==> src/ntrpt_fifo_cfg_pkg.sv <==
// Geometry of the interrupt-request queue
// Depth, entry width and the occupancy count type

`default_nettype none

package ntrpt_fifo_cfg_pkg;

  ////////////////////
  // Queue geometry
  ////////////////////

  // Number of entries held by the shift array
  localparam int fifo_depth = 16;

  // Width of one queued interrupt word
  localparam int entry_width = 32;

  // One extra bit so the count can reach fifo_depth itself
  localparam int count_width = $clog2(fifo_depth) + 1;

  ////////////////////
  // Count type
  ////////////////////

  // Occupancy runs from 0 (empty) up to fifo_depth (full)
  typedef logic [count_width-1:0] fifo_count_t;

endpackage : ntrpt_fifo_cfg_pkg

`default_nettype wire
==> src/ntrpt_entry_pkg.sv <==
// Layout of one interrupt-request word
// Entry union with raw and field views, machine-timer cause code

`default_nettype none

package ntrpt_entry_pkg;

  ////////////////////
  // Field widths
  ////////////////////

  // Low half of the word carries the cause code
  localparam int cause_width = 16;

  // Remaining upper bits carry extra request info
  localparam int info_width = ntrpt_fifo_cfg_pkg::entry_width - cause_width;

  // Machine-timer interrupt cause
  localparam logic [cause_width-1:0] mtip_cause = 16'h0080;

  ////////////////////
  // Entry word
  ////////////////////

  // Decoded view with info on top and cause in the low half
  typedef struct packed {
    logic [info_width-1:0]  info;
    logic [cause_width-1:0] cause;
  } ntrpt_fields_t;

  // Same word seen whole for storage or split for the cause match
  typedef union packed {
    logic [ntrpt_fifo_cfg_pkg::entry_width-1:0] raw;
    ntrpt_fields_t                              fields;
  } ntrpt_entry_t;

endpackage : ntrpt_entry_pkg

`default_nettype wire

==> src/ntrpt_fifo_top.sv <==
// Top level of the interrupt-request queue
// Plain ports, occupancy control, shift storage and head scan

`timescale 1ns/1ps
`default_nettype none

module ntrpt_fifo_top (
  input  logic                                   clk,
  input  logic                                   reset,
  input  logic                                   push,
  input  logic                                   pop,
  input  logic [ntrpt_fifo_cfg_pkg::entry_width-1:0] data_in,
  output logic [ntrpt_fifo_cfg_pkg::entry_width-1:0] data_out,
  output logic                                   pndng,
  output logic                                   full,
  output logic                                   mtip
);

  import ntrpt_fifo_cfg_pkg::*;
  import ntrpt_entry_pkg::*;

  // Control between occupancy and storage
  logic         shift_en;
  fifo_count_t  count;

  // Stored words and the boundary views of the data ports
  ntrpt_entry_t entries [fifo_depth];
  ntrpt_entry_t data_in_entry;
  ntrpt_entry_t data_out_entry;

  ////////////////////
  // Port conversion
  ////////////////////

  assign data_in_entry.raw = data_in;
  assign data_out          = data_out_entry.raw;

  ////////////////////
  // Occupancy
  ////////////////////

  fifo_occupancy i_occupancy (
    .clk      (clk),
    .reset    (reset),
    .push     (push),
    .pop      (pop),
    .shift_en (shift_en),
    .count    (count),
    .pndng    (pndng),
    .full     (full)
  );

  ////////////////////
  // Storage
  ////////////////////

  entry_shift_array i_storage (
    .clk      (clk),
    .reset    (reset),
    .shift_en (shift_en),
    .data_in  (data_in_entry),
    .entries  (entries)
  );

  ////////////////////
  // Head and match
  ////////////////////

  // Purely combinational so it follows count and entries in the same cycle
  entry_scan i_scan (
    .count    (count),
    .entries  (entries),
    .data_out (data_out_entry),
    .mtip     (mtip)
  );

endmodule : ntrpt_fifo_top

`default_nettype wire

==> src/entry_scan.sv <==
// Head selection and machine-timer match over the stored entries
// AND-OR head mux keyed on the count, valid-masked cause compare

`timescale 1ns/1ps
`default_nettype none

module entry_scan (
  input  ntrpt_fifo_cfg_pkg::fifo_count_t count,
  input  ntrpt_entry_pkg::ntrpt_entry_t   entries [ntrpt_fifo_cfg_pkg::fifo_depth],
  output ntrpt_entry_pkg::ntrpt_entry_t   data_out,
  output logic                            mtip
);

  import ntrpt_fifo_cfg_pkg::*;
  import ntrpt_entry_pkg::*;

  // Per-entry decode
  logic [fifo_depth-1:0]  is_head;
  logic [fifo_depth-1:0]  is_valid;
  logic [fifo_depth-1:0]  is_mtip;

  // Masked words and the OR chain that merges them
  logic [entry_width-1:0] head_term [fifo_depth];
  logic [entry_width-1:0] or_chain  [fifo_depth];

  ////////////////////
  // Per-entry terms
  ////////////////////

  for (genvar i = 0; i < fifo_depth; i++) begin : g_entry

    // Oldest valid entry sits at count-1
    assign is_head[i] = (count == fifo_count_t'(i + 1));

    // Entries below the count hold live requests
    assign is_valid[i] = (count > fifo_count_t'(i));

    // Only the head passes, the rest are forced to zero
    assign head_term[i] = entries[i].raw & {entry_width{is_head[i]}};

    // Stale words above the count must not raise the interrupt
    assign is_mtip[i] = is_valid[i] & (entries[i].fields.cause == mtip_cause);

  end : g_entry

  ////////////////////
  // Head OR tree
  ////////////////////

  // Chain runs from the oldest slot down to slot 0
  assign or_chain[fifo_depth-1] = head_term[fifo_depth-1];

  for (genvar i = 0; i < fifo_depth - 1; i++) begin : g_or
    assign or_chain[i] = head_term[i] | or_chain[i+1];
  end : g_or

  // No head selected when empty, so the output reads zero
  assign data_out.raw = or_chain[0];

  ////////////////////
  // Interrupt output
  ////////////////////

  assign mtip = |is_mtip;

endmodule : entry_scan

`default_nettype wire

==> src/entry_shift_array.sv <==
// Flip-flop storage of the interrupt-request queue
// Shift register of entries, youngest at index 0

`timescale 1ns/1ps
`default_nettype none

module entry_shift_array (
  input  logic                        clk,
  input  logic                        reset,
  input  logic                        shift_en,
  input  ntrpt_entry_pkg::ntrpt_entry_t data_in,
  output ntrpt_entry_pkg::ntrpt_entry_t entries [ntrpt_fifo_cfg_pkg::fifo_depth]
);

  import ntrpt_fifo_cfg_pkg::*;
  import ntrpt_entry_pkg::*;

  // Value each stage loads on a shift
  ntrpt_entry_t stage_in [fifo_depth];

  ////////////////////
  // Stage chain
  ////////////////////

  for (genvar i = 0; i < fifo_depth; i++) begin : g_stage

    if (i == 0) begin : g_youngest
      // New word enters at the young end
      assign stage_in[i] = data_in;
    end else begin : g_older
      // Everything else moves one place toward the old end
      assign stage_in[i] = entries[i-1];
    end

    // The oldest stage simply falls off on a shift,
    // which only happens then if that word is popped as well
    always_ff @(posedge clk or posedge reset) begin
      if (reset) begin
        entries[i] <= '0;
      end else if (shift_en) begin
        entries[i] <= stage_in[i];
      end
    end

  end : g_stage

endmodule : entry_shift_array

`default_nettype wire

==> src/fifo_occupancy.sv <==
// Push and pop acceptance for the interrupt-request queue
// Saturating occupancy count with pending and full decode

`timescale 1ns/1ps
`default_nettype none

module fifo_occupancy (
  input  logic                            clk,
  input  logic                            reset,
  input  logic                            push,
  input  logic                            pop,
  output logic                            shift_en,
  output ntrpt_fifo_cfg_pkg::fifo_count_t count,
  output logic                            pndng,
  output logic                            full
);

  import ntrpt_fifo_cfg_pkg::*;

  logic        empty;
  logic        push_ok;
  logic        pop_ok;
  fifo_count_t count_next;

  ////////////////////
  // Status decode
  ////////////////////

  // Both flags come straight from the registered count
  assign empty = (count == '0);
  assign full  = (count == fifo_count_t'(fifo_depth));
  assign pndng = ~empty;

  ////////////////////
  // Acceptance
  ////////////////////

  // A full queue still takes a push when a pop frees the oldest slot
  assign push_ok = push & (~full | pop);

  // Pop on an empty queue is dropped
  assign pop_ok = pop & ~empty;

  // Every accepted push shifts the storage by one place
  assign shift_en = push_ok;

  ////////////////////
  // Occupancy count
  ////////////////////

  always_comb begin
    case ({push_ok, pop_ok})
      2'b10: begin
        count_next = count + 1'b1;
      end
      2'b01: begin
        count_next = count - 1'b1;
      end
      default: begin
        // Idle, or push and pop cancel out
        count_next = count;
      end
    endcase
  end

  always_ff @(posedge clk or posedge reset) begin
    if (reset) begin
      count <= '0;
    end else begin
      count <= count_next;
    end
  end

endmodule : fifo_occupancy

`default_nettype wire

==> config.mk <==
export PLATFORM = sky130hd
export DESIGN_NAME = ntrpt_fifo_top
export DESIGN_NICKNAME = d
export VERILOG_FILES = /design/src/ntrpt_fifo_cfg_pkg.sv /design/src/ntrpt_entry_pkg.sv /design/src/ntrpt_fifo_top.sv /design/src/entry_scan.sv /design/src/entry_shift_array.sv /design/src/fifo_occupancy.sv
export SDC_FILE = /design/constraint.sdc
export NUM_CORES = 1
export LEC_CHECK = 0
export BUFFER_PORTS_ARGS = -buffer_cell sky130_fd_sc_hd__buf_4
export CAP_MARGIN = 10
export CELL_PAD_IN_SITES_DETAIL_PLACEMENT = 1
export CELL_PAD_IN_SITES_GLOBAL_PLACEMENT = 1
export CORE_MARGIN = 8
export CORE_UTILIZATION = 45
export DETAILED_ROUTE_END_ITERATION = 10
export PLACE_DENSITY_LB_ADDON = 0.2
export REMOVE_ABC_BUFFERS = 1
export SLEW_MARGIN = 20
export SYNTH_ARGS = -nofsm -noshare
export SYNTH_HDL_FRONTEND = slang
export SYNTH_HIERARCHICAL = 1
export SYNTH_SLANG_ARGS = --single-unit
==> constraint.sdc <==
create_clock -name clk -period 15.8 [get_ports clk]
set_input_delay 0.79 -clock clk [delete_from_list [all_inputs] [get_ports clk]]
set_output_delay 0.79 -clock clk [all_outputs]
set_load 0.05 [all_outputs]
==> results of run 1 <==
[synthesized netlist by cell type (all sizes together), types with 2 or more instances]
cell type / number
a21oi: 4
a221oi: 6
a22o: 6
a22oi: 245
and2: 2
and4: 6
buf: 78
clkbuf: 33
dfrtp: 517
ha: 4
inv: 5
mux2: 514
nand2: 111
nand2b: 3
nand3: 6
nand3b: 2
nand4: 18
nor2: 21
nor3: 10
nor3b: 2
nor4: 52
nor4b: 16
o21a: 2
o21ai: 4
o22ai: 2
or3: 4
or3b: 2
or4: 24
xnor2: 2
[cells by family after synthesis]
logic type               count (synthesis)
AO/OA/AOI/OAI                          278
XOR/XNOR                                 2
adder cells (fa/ha/maj)                  5
buffers and inverters                  116
flip-flops                             517
multiplexers                           514
AND/OR/NAND/NOR                        281
[how the worst max path moves through the flow]
stage	startpoint	to	slack, ps	cells after the start
floorplan	reset	i_storage/entries[0]	710	1
global placement	i_occupancy/count[3]	i_storage/entries[38]	11610	6
detailed placement	i_occupancy/count[3]	i_storage/entries[486]	11550	6
CTS	i_occupancy/count[4]	data_out[0]	11210	7
global route	i_occupancy/count[4]	data_out[0]	11110	7
finish	i_occupancy/count[4]	data_out[0]	11200	7
[registers in the layout, indices dropped and copies added, names as in the netlist]
name and count:
i_occupancy/count 5, i_storage/entries 512
[critical path, stage by stage (launching register included)]
cell,delay [ps]
dfrtp_1,580
or3b_1,630
nor3_4,650
buf_4,580
a22oi_1,130
and4_1,230
nand4_1,150
buf_4,230
[stage by stage]
step                      std cells  util (%)  instance area, sq um  hold slack [ps]  power (mW)
final                          2474     50.70                 26010            137.9       5.764
after global routing           2474     50.70                 26010            135.8       6.062
after CTS                      2474     50.70                 26010            107.9       5.802
after detailed placement       2375     47.08                 24150            497.4       4.448
after global placement         2375     47.08                 24150            492.2       4.367
after floorplan                1602         -                 22450            481.5       3.781
[power by group through the flow]
stage / sequential (mW) / combinational, mW / clock [mW]
after floorplan: 2.31 / 1.47 / 0
after global placement: 2.56 / 1.81 / 0
after detailed placement: 2.59 / 1.86 / 0
after CTS: 2.58 / 1.87 / 1.36
after global routing: 2.67 / 1.98 / 1.41
final: 2.58 / 1.86 / 1.32
[layout make-up]
type / instances / area, sq um / share of cell area (%)
inverters: 5 / 26.28 / 0.1010
well taps: 680 / 850.8 / 3.271
multi-input cells: 1080 / 9602 / 36.92
clock inverters: 17 / 206.4 / 0.7938
clock buffers: 82 / 1649 / 6.341
flip-flops and latches: 517 / 12940 / 49.75
repair buffers: 93 / 735.7 / 2.829
[metal layers]
layer,part of all wire (%),vias to the layer above,global-route usage [%]
met1,44,8146,31.47
met2,46,502,34.87
met4,3.9,0,9.183
li1,-,6585,-
met3,5.9,158,3.490
met5,0,-,0
==> impl_metrics.csv, run 1 <==
group,metric,value,unit
status,outcome,"completed",
synthesis,ys_seq_area_share,55.44,%
setup_path,cp_max_fo,23,
route,wl_per_cell,27.10,um
place,port-buffer-count,70,
grt,antenna_found_initial,0,
die,fp-row-count,83,
cts,cts-resized-gates,0,
synthesis,synth_fa_ha_area_share,0.3003,%
cts,holdBufCountCts,0,
route,drt_iter0_markers,1250,
place,dp_hpwl,40.08,mm
grt,grt_pass1_wl,104.5,mm
grt,grt_pass1_vias,16480,
timing,rsz0062_at_grt,"false",
cts,cts_buffers,56,
cts,htree_levels,2,
setup_path,end_kind,"output pin",
timing,fin_crit,4603,ps
grt,grt_overflow_total,0,
synthesis,yosys.area.top_type_share,55.44,%
grt,grt_start_max_net_pins,187,
finish,final_cell_mix,"dfrtp_1, mux2_2, a22oi_1, nand2_1, buf_4",
job,cap_violations,0,
die,ios,71,
min_path,holdCritPathClass,"input port to asynchronous set/reset pin",
setup_path,r2r-end,"i_storage/entries[69]",
setup_path,ff2ff_path_depth,6,
place,gp_congestion,0.8580,
die,die_area,0.05940,sq mm
power,power.leakage,11.00,nW
route,final_antenna_net_count,0,
synthesis,synthFlopType,"dfrtp_1",
route,vias,15390,
timing,maxSlewHeadroom,25.77,%
setup_path,crit_required,15010,ps
die,die_x,243.7,um
synthesis,synth-compound-area-share,8.954,%
finish,drive_gt1_share,39.74,%
synthesis,synthCells,1713,
power,p_switching,2.228,mW
timing,skew,6.087,ps
synthesis,yosysTopAreaCell,"dfrtp_1",
timing,fin_crit_sh,29.14,%
cts,cts.path.max_buffers,3,
synthesis,syn_area,0.02333,sq mm
synthesis,yosysWarnings,6,
setup_path,crit_type,"register to output pin",
timing,setup_tns,0,ps
die,start_util,45.49,%
finish,layout_commonest_cell,"dfrtp_1",
finish,n_antenna_cell,0,
cts,cts_tree,"built",
cts,clock_sinks,517,
timing,fin_ws,11200,ps
cts,cts_setup_buffers,0,
setup_path,start_kind,"register",
timing,maxSlewViolCount,0,
timing,fmax,217.2,MHz
finish,area_growth,11.45,%
route,first_pass_iters,5,
timing,hold_violations,0,
synthesis,yosys_register_bits,517,
power,switching_share,38.65,%
cts,cts_root_buf,"clkbuf_16",
setup_path,arrival,3810,ps
synthesis,async_flop_share,100.0,%
die,die_y,243.7,um
timing,worst_pin_slew,1114,ps
setup_path,r2r_setup_slack,11390,ps
synthesis,synth_xor_area_share,0.07507,%
synthesis,ys_types,48,
grt,groute.usage.overall,22.53,%
finish,nets,1794,
synthesis,synthMuxAreaShare,24.80,%
setup_path,r2r_start,"i_occupancy/count[3]",
finish,num-fill-cells,5147,
synthesis,yosys.area_share.simple,6.558,%
power,ir_drop,0.0001446,V
timing,setup_violations,0,
power,cellPowerDensity,221.6,mW/mm^2
synthesis,syn_area_per_cell,13.62,sq um
route,vias_per_cell,6.221,
die,core_area,0.05130,sq mm
synthesis,synthTopCellsByArea,"dfrtp_1, mux2_2, a22oi_1, buf_6, nand2_1",
power,clkPwrFrac,22.9,%
route,remaining_drc_errors,0,
cts,clk_latency,610,ps
synthesis,synth_top_family_by_area,"multiplexers",
power,pwr-share-comb,32.3,%
power,seqPwrFrac,44.8,%
place,pre_cts_ws,11550,ps
route,wirelength,67.06,mm
power,p_int,3.536,mW
synthesis,synth_edf_count,0,
cts,clk_pin_slew_worst_paths,60,ps
(Power assumes the default switching activity.)
==> inputs of run 2 (changes only) <==
clock period = 4.68 ns   (was 15.8 ns; I/O delays follow)
==> impl_metrics.csv, run 2 (synthesis results as in run 1) <==
group,metric,value,unit
status,outcome,"completed",
route,wirelength,69.41,mm
cts,cts.path.max_buffers,3,
finish,final_cell_mix,"dfrtp_1, mux2_2, a22oi_1, nand2_1, buf_4",
timing,fin_crit_sh,83.80,%
setup_path,startpoint,"i_occupancy/count[3]",
power,ir_drop,0.0004605,V
cts,cts_root_buf,"clkbuf_16",
cts,cts-resized-gates,0,
die,die_x,243.7,um
timing,rsz0062_at_grt,"false",
setup_path,arrival,3690,ps
power,power.leakage,11.24,nW
setup_path,ff2ff_path_depth,8,
timing,hold_violations,0,
place,place_inst,2390,
route,top_layer,"met4",
timing,holdWs,149.8,ps
finish,drive_gt1_share,40.04,%
route,remaining_drc_errors,0,
setup_path,crit_type,"register to output pin",
setup_path,r2r_start,"i_occupancy/count[3]",
route,final_antenna_net_count,0,
place,dp_hpwl,43.31,mm
cts,cts_tree,"built",
die,start_util,45.49,%
die,fp-row-count,83,
power,p_total,19.68,mW
setup_path,r2r_setup_slack,1550,ps
setup_path,r2r-end,"i_occupancy/count[4]",
place,gp_congestion,0.8852,
route,first_pass_iters,5,
finish,reg_top3,"i_storage/entries: 512 flops, i_occupancy/count: 5 flops",
finish,postLayoutCellArea,0.02661,sq mm
route,vias_per_cell,6.236,
route,vias,15760,
setup_path,cp_max_fo,20,
cts,htree_levels,2,
grt,antenna_found_initial,1,
timing,skew,15.07,ps
setup_path,start_kind,"register",
cts,cts_setup_buffers,0,
cts,clk_pin_slew_worst_paths,60,ps
route,drt_iter0_markers,1217,
timing,fmax,255.0,MHz
power,cellPowerDensity,739.5,mW/mm^2
job,cap_violations,0,
timing,fin_crit,3922,ps
cts,clk_latency,610,ps
route,met1_length,30.75,mm
finish,area_growth,14.03,%
grt,grt_overflow_total,0,
finish,n_antenna_cell,0,
grt,grt_pass1_vias,16710,
timing,worst_pin_slew,992.9,ps
timing,maxSlewHeadroom,33.81,%
cts,cts_buffers,56,
die,die_y,243.7,um
cts,clock_sinks,517,
route,met3_wirelength,3.967,mm
die,ios,71,
die,core_area,0.05130,sq mm
finish,nets,1842,
grt,grt_pass1_wl,107.4,mm
die,die_area,0.05940,sq mm
setup_path,crit_required,4450,ps
finish,fin_util,51.87,%
finish,largest_reg_flops,512,
timing,setup_violations,0,
min_path,holdCritPathClass,"input port to asynchronous set/reset pin",
place,port-buffer-count,70,
route,wl_per_cell,27.45,um
timing,maxSlewViolCount,0,
place,postPlaceCellArea,0.02439,sq mm
grt,groute.usage.overall,23.09,%
route,wl_met2,32.65,mm
finish,layout_commonest_cell,"dfrtp_1",
finish,instances_no_fill,2528,
finish,top_register,"i_storage/entries",
grt,grt_start_max_net_pins,128,
setup_path,end_kind,"output pin",
## run 2: cell count changes in the layout (fill, tap and decap cells not counted), sizes merged
cell	change
buf	+15
clkbuf	-14
clkinv	+11
clkinvlp	+9
dlygate4sd3	+33
## run 2: area by class of cell
class	count	area, sq um
Clock buffer	68	1516
Timing Repair Buffer	141	1304
Inverter	5	26.28
Tap cell	680	850.8
Sequential cell	517	12940
Multi-Input combinational cell	1080	9602
Fill cell	5083	24690
Clock inverter	37	372.9
## run 2: what timing repair did
| item | CTS | global route |
|---|---|---|
| endpoints found under the setup margin | 0 | 0 |
| endpoints found under the hold margin | 158 | 0 |
| hold buffers | 33 | 0 |
## run 2: worst max path at each step
stage                      endpoint  slack (ps)
2_1_floorplan  i_storage/entries[0]       -9850
3_3_place_gp            data_out[3]        1520
3_5_place_dp            data_out[3]        1480
4_1_cts                 data_out[3]         800
5_1_grt                        mtip         660
6_report                data_out[3]         760
## run 2: per-layer routing
metal / up-vias / track usage, %
met3: 132 / 3.195
li1: 6712 / -
met4: 0 / 7.413
met5: - / 0
met2: 535 / 36.30
met1: 8385 / 32.82
## run 2: power by group
| group | switching (mW) | leakage, nW | internal [mW] | total [mW] |
|---|---|---|---|---|
| logic | 3.53 | 4.18 | 2.87 | 6.40 |
| clock network | 1.93 | 0.905 | 2.56 | 4.49 |
| registers | 2.30 | 6.15 | 6.49 | 8.79 |
| total | 7.77 | 11.2 | 11.9 | 19.7 |
## run 2: per-stage QoR
| stage | TNS (ps) | setup slack (ps) |
|---|---|---|
| floorplan | -9558480 | -9854 |
| global placement | 0 | 1518 |
| detailed placement | 0 | 1475 |
| CTS | 0 | 801.9 |
| global route | 0 | 662.1 |
| finish | 0 | 758.3 |
## run 2: critical path, cell delays in order, from the launching register on
cell and delay [ps]:
dfrtp_1 790, nand2_1 420, nor2_4 860, buf_4 340
a22oi_1 80, nand2_1 70, or4_1 250, buf_4 250
==> inputs of run 3 (changes only) <==
clock period = 3.9 ns   (was 4.68 ns; I/O delays follow)
==> impl_metrics.csv, run 3 (synthesis results as in run 1) <==
group,metric,value,unit
power,power.leakage,11.33,nW
status,outcome,"completed",
job,cap_violations,0,
cts,cts_buffers,56,
setup_path,crit_slowest_cell,"dfrtp_1",
timing,hold_violations,0,
setup_path,path_buf_inv,2,
setup_path,r2r_setup_slack,860,ps
setup_path,ff2ff_path_depth,8,
setup_path,cp_max_fo,20,
setup_path,critPathTopFamily,"simple AND/OR/NAND/NOR gates",
die,die_y,243.7,um
cts,cts_setup_buffers,0,
setup_path,crit_type,"register to output pin",
finish,top_register,"i_storage/entries",
finish,n_antenna_cell,0,
finish,nets,1845,
die,ios,71,
timing,rsz0062_at_grt,"false",
finish,instances_no_fill,2528,
setup_path,arrival,3430,ps
setup_path,r2r_start,"i_occupancy/count[1]",
setup_path,worst-path-stages,7,
setup_path,r2r-end,"i_occupancy/count[4]",
grt,grt_pass1_vias,16800,
route,wl_per_cell,26.97,um
cts,cts.path.max_buffers,3,
timing,worst_pin_slew,964.1,ps
cts,cts_tree,"built",
place,dp_hpwl,43.37,mm
finish,num-fill-cells,5076,
cts,clk_latency,600,ps
timing,maxSlewHeadroom,35.73,%
timing,setup_violations,0,
grt,groute.usage.overall,22.78,%
timing,fin_crit,3627,ps
setup_path,cpPeakStageDelay,700,ps
power,cellPowerDensity,888.4,mW/mm^2
die,core_area,0.05130,sq mm
route,first_pass_iters,5,
finish,layout_commonest_cell,"dfrtp_1",
route,vias_per_cell,6.157,
finish,multi_input_area,0.009602,sq mm
timing,skew,12.89,ps
setup_path,crit_required,3700,ps
place,gp_congestion,0.9089,
cts,clk_pin_slew_worst_paths,60,ps
timing,fin_crit_sh,93.01,%
grt,antenna_found_initial,0,
cts,clock_sinks,517,
grt,grt_pass1_wl,106.1,mm
timing,maxSlewViolCount,0,
setup_path,crit_chain,"or3b_1 -> nor2_4 -> buf_12 -> a22oi_1 -> nand2_1 -> or4_1 -> buf_4",
power,ir_drop,0.0006670,V
place,place_inst,2393,
die,start_util,45.49,%
place,port-buffer-count,70,
cts,cts_root_buf,"clkbuf_16",
min_path,holdCritPathClass,"input port to asynchronous set/reset pin",
die,fp-row-count,83,
route,vias,15570,
route,drt_iter0_markers,1257,
finish,reg_top3,"i_storage/entries: 512 flops, i_occupancy/count: 5 flops",
setup_path,start_kind,"register",
grt,grt_start_max_net_pins,134,
timing,fmax,275.7,MHz
finish,seqCellArea,0.01294,sq mm
die,die_x,243.7,um
finish,final_cell_mix,"dfrtp_1, mux2_2, a22oi_1, nand2_1, buf_4",
finish,largest_reg_flops,512,
cts,htree_levels,2,
route,wirelength,68.19,mm
finish,area_growth,14.58,%
timing,setup_tns,0,ps
finish,drive_gt1_share,39.77,%
die,die_area,0.05940,sq mm
route,remaining_drc_errors,0,
route,final_antenna_net_count,0,
grt,grt_overflow_total,0,
setup_path,end_kind,"output pin",
run 3: changes by cell type in the layout (fill, tap and decap cells not counted):
cell,delta
clkinv_8,+1
clkinvlp_4,-10
clkbuf_16,+2
clkinv_2,-5
inv_6,-2
clkbuf_8,+14
buf_12,+3
clkbuf_1,+5
clkinv_4,-7
clkinv_16,-1
run 3: where the power goes:
group          switching, mW  internal [mW]
Sequential              2.71           7.79
Clock                   2.19           3.37
Combinational           4.24           3.46
run 3: metrics by stage:
step	hold WS, ps	setup slack [ps]	cell area, sq um	total power, mW	utilization (%)
after floorplan	-26.48	-10590	22450	15.32	-
after global placement	160.4	964.0	24450	17.86	47.66
after detailed placement	161.8	877.0	24450	18.17	47.66
after CTS	107.7	242.8	26740	23.89	52.12
after global routing	134.7	191.4	26740	24.92	52.12
final	115.0	272.7	26740	23.75	52.12
run 3: timing repair:
action | CTS | global route
resized for setup | 0 | 0
endpoints found under the hold margin | 129 | 0
hold buffers | 33 | 0
run 3: layout make-up:
type / count / share of cell area (%)
clock buffers: 89 / 6.650
multi-input cells: 1080 / 35.91
flip-flops and latches: 517 / 48.39
well taps: 680 / 3.182
inverters: 5 / 0.09827
clock inverters: 13 / 0.6738
repair buffers: 144 / 5.101
run 3: worst max path at each step:
stage	end	startpoint	slack (ps)
2_1_floorplan	i_storage/entries[0]	reset	-10590
3_3_place_gp	data_out[1]	i_occupancy/count[4]	960
3_5_place_dp	i_occupancy/count[4]	i_occupancy/count[1]	880
4_1_cts	data_out[1]	i_occupancy/count[4]	240
5_1_grt	data_out[3]	i_occupancy/count[4]	190
6_report	data_out[3]	i_occupancy/count[4]	270
run 3: worst min-delay path, cell delays in order:
cell	delay [ps]
dlygate4sd3_1	550
buf_4	160
inv_1	190
run 3: layer usage:
| layer | part of all wire (%) | up-vias | GRT usage [%] |
|---|---|---|---|
| li1 | - | 6699 | - |
| met1 | 45 | 8231 | 32.27 |
| met2 | 46 | 491 | 35.53 |
| met5 | 0 | - | 0 |
| met4 | 3.5 | 0 | 8.325 |
| met3 | 5.4 | 144 | 3.096 |
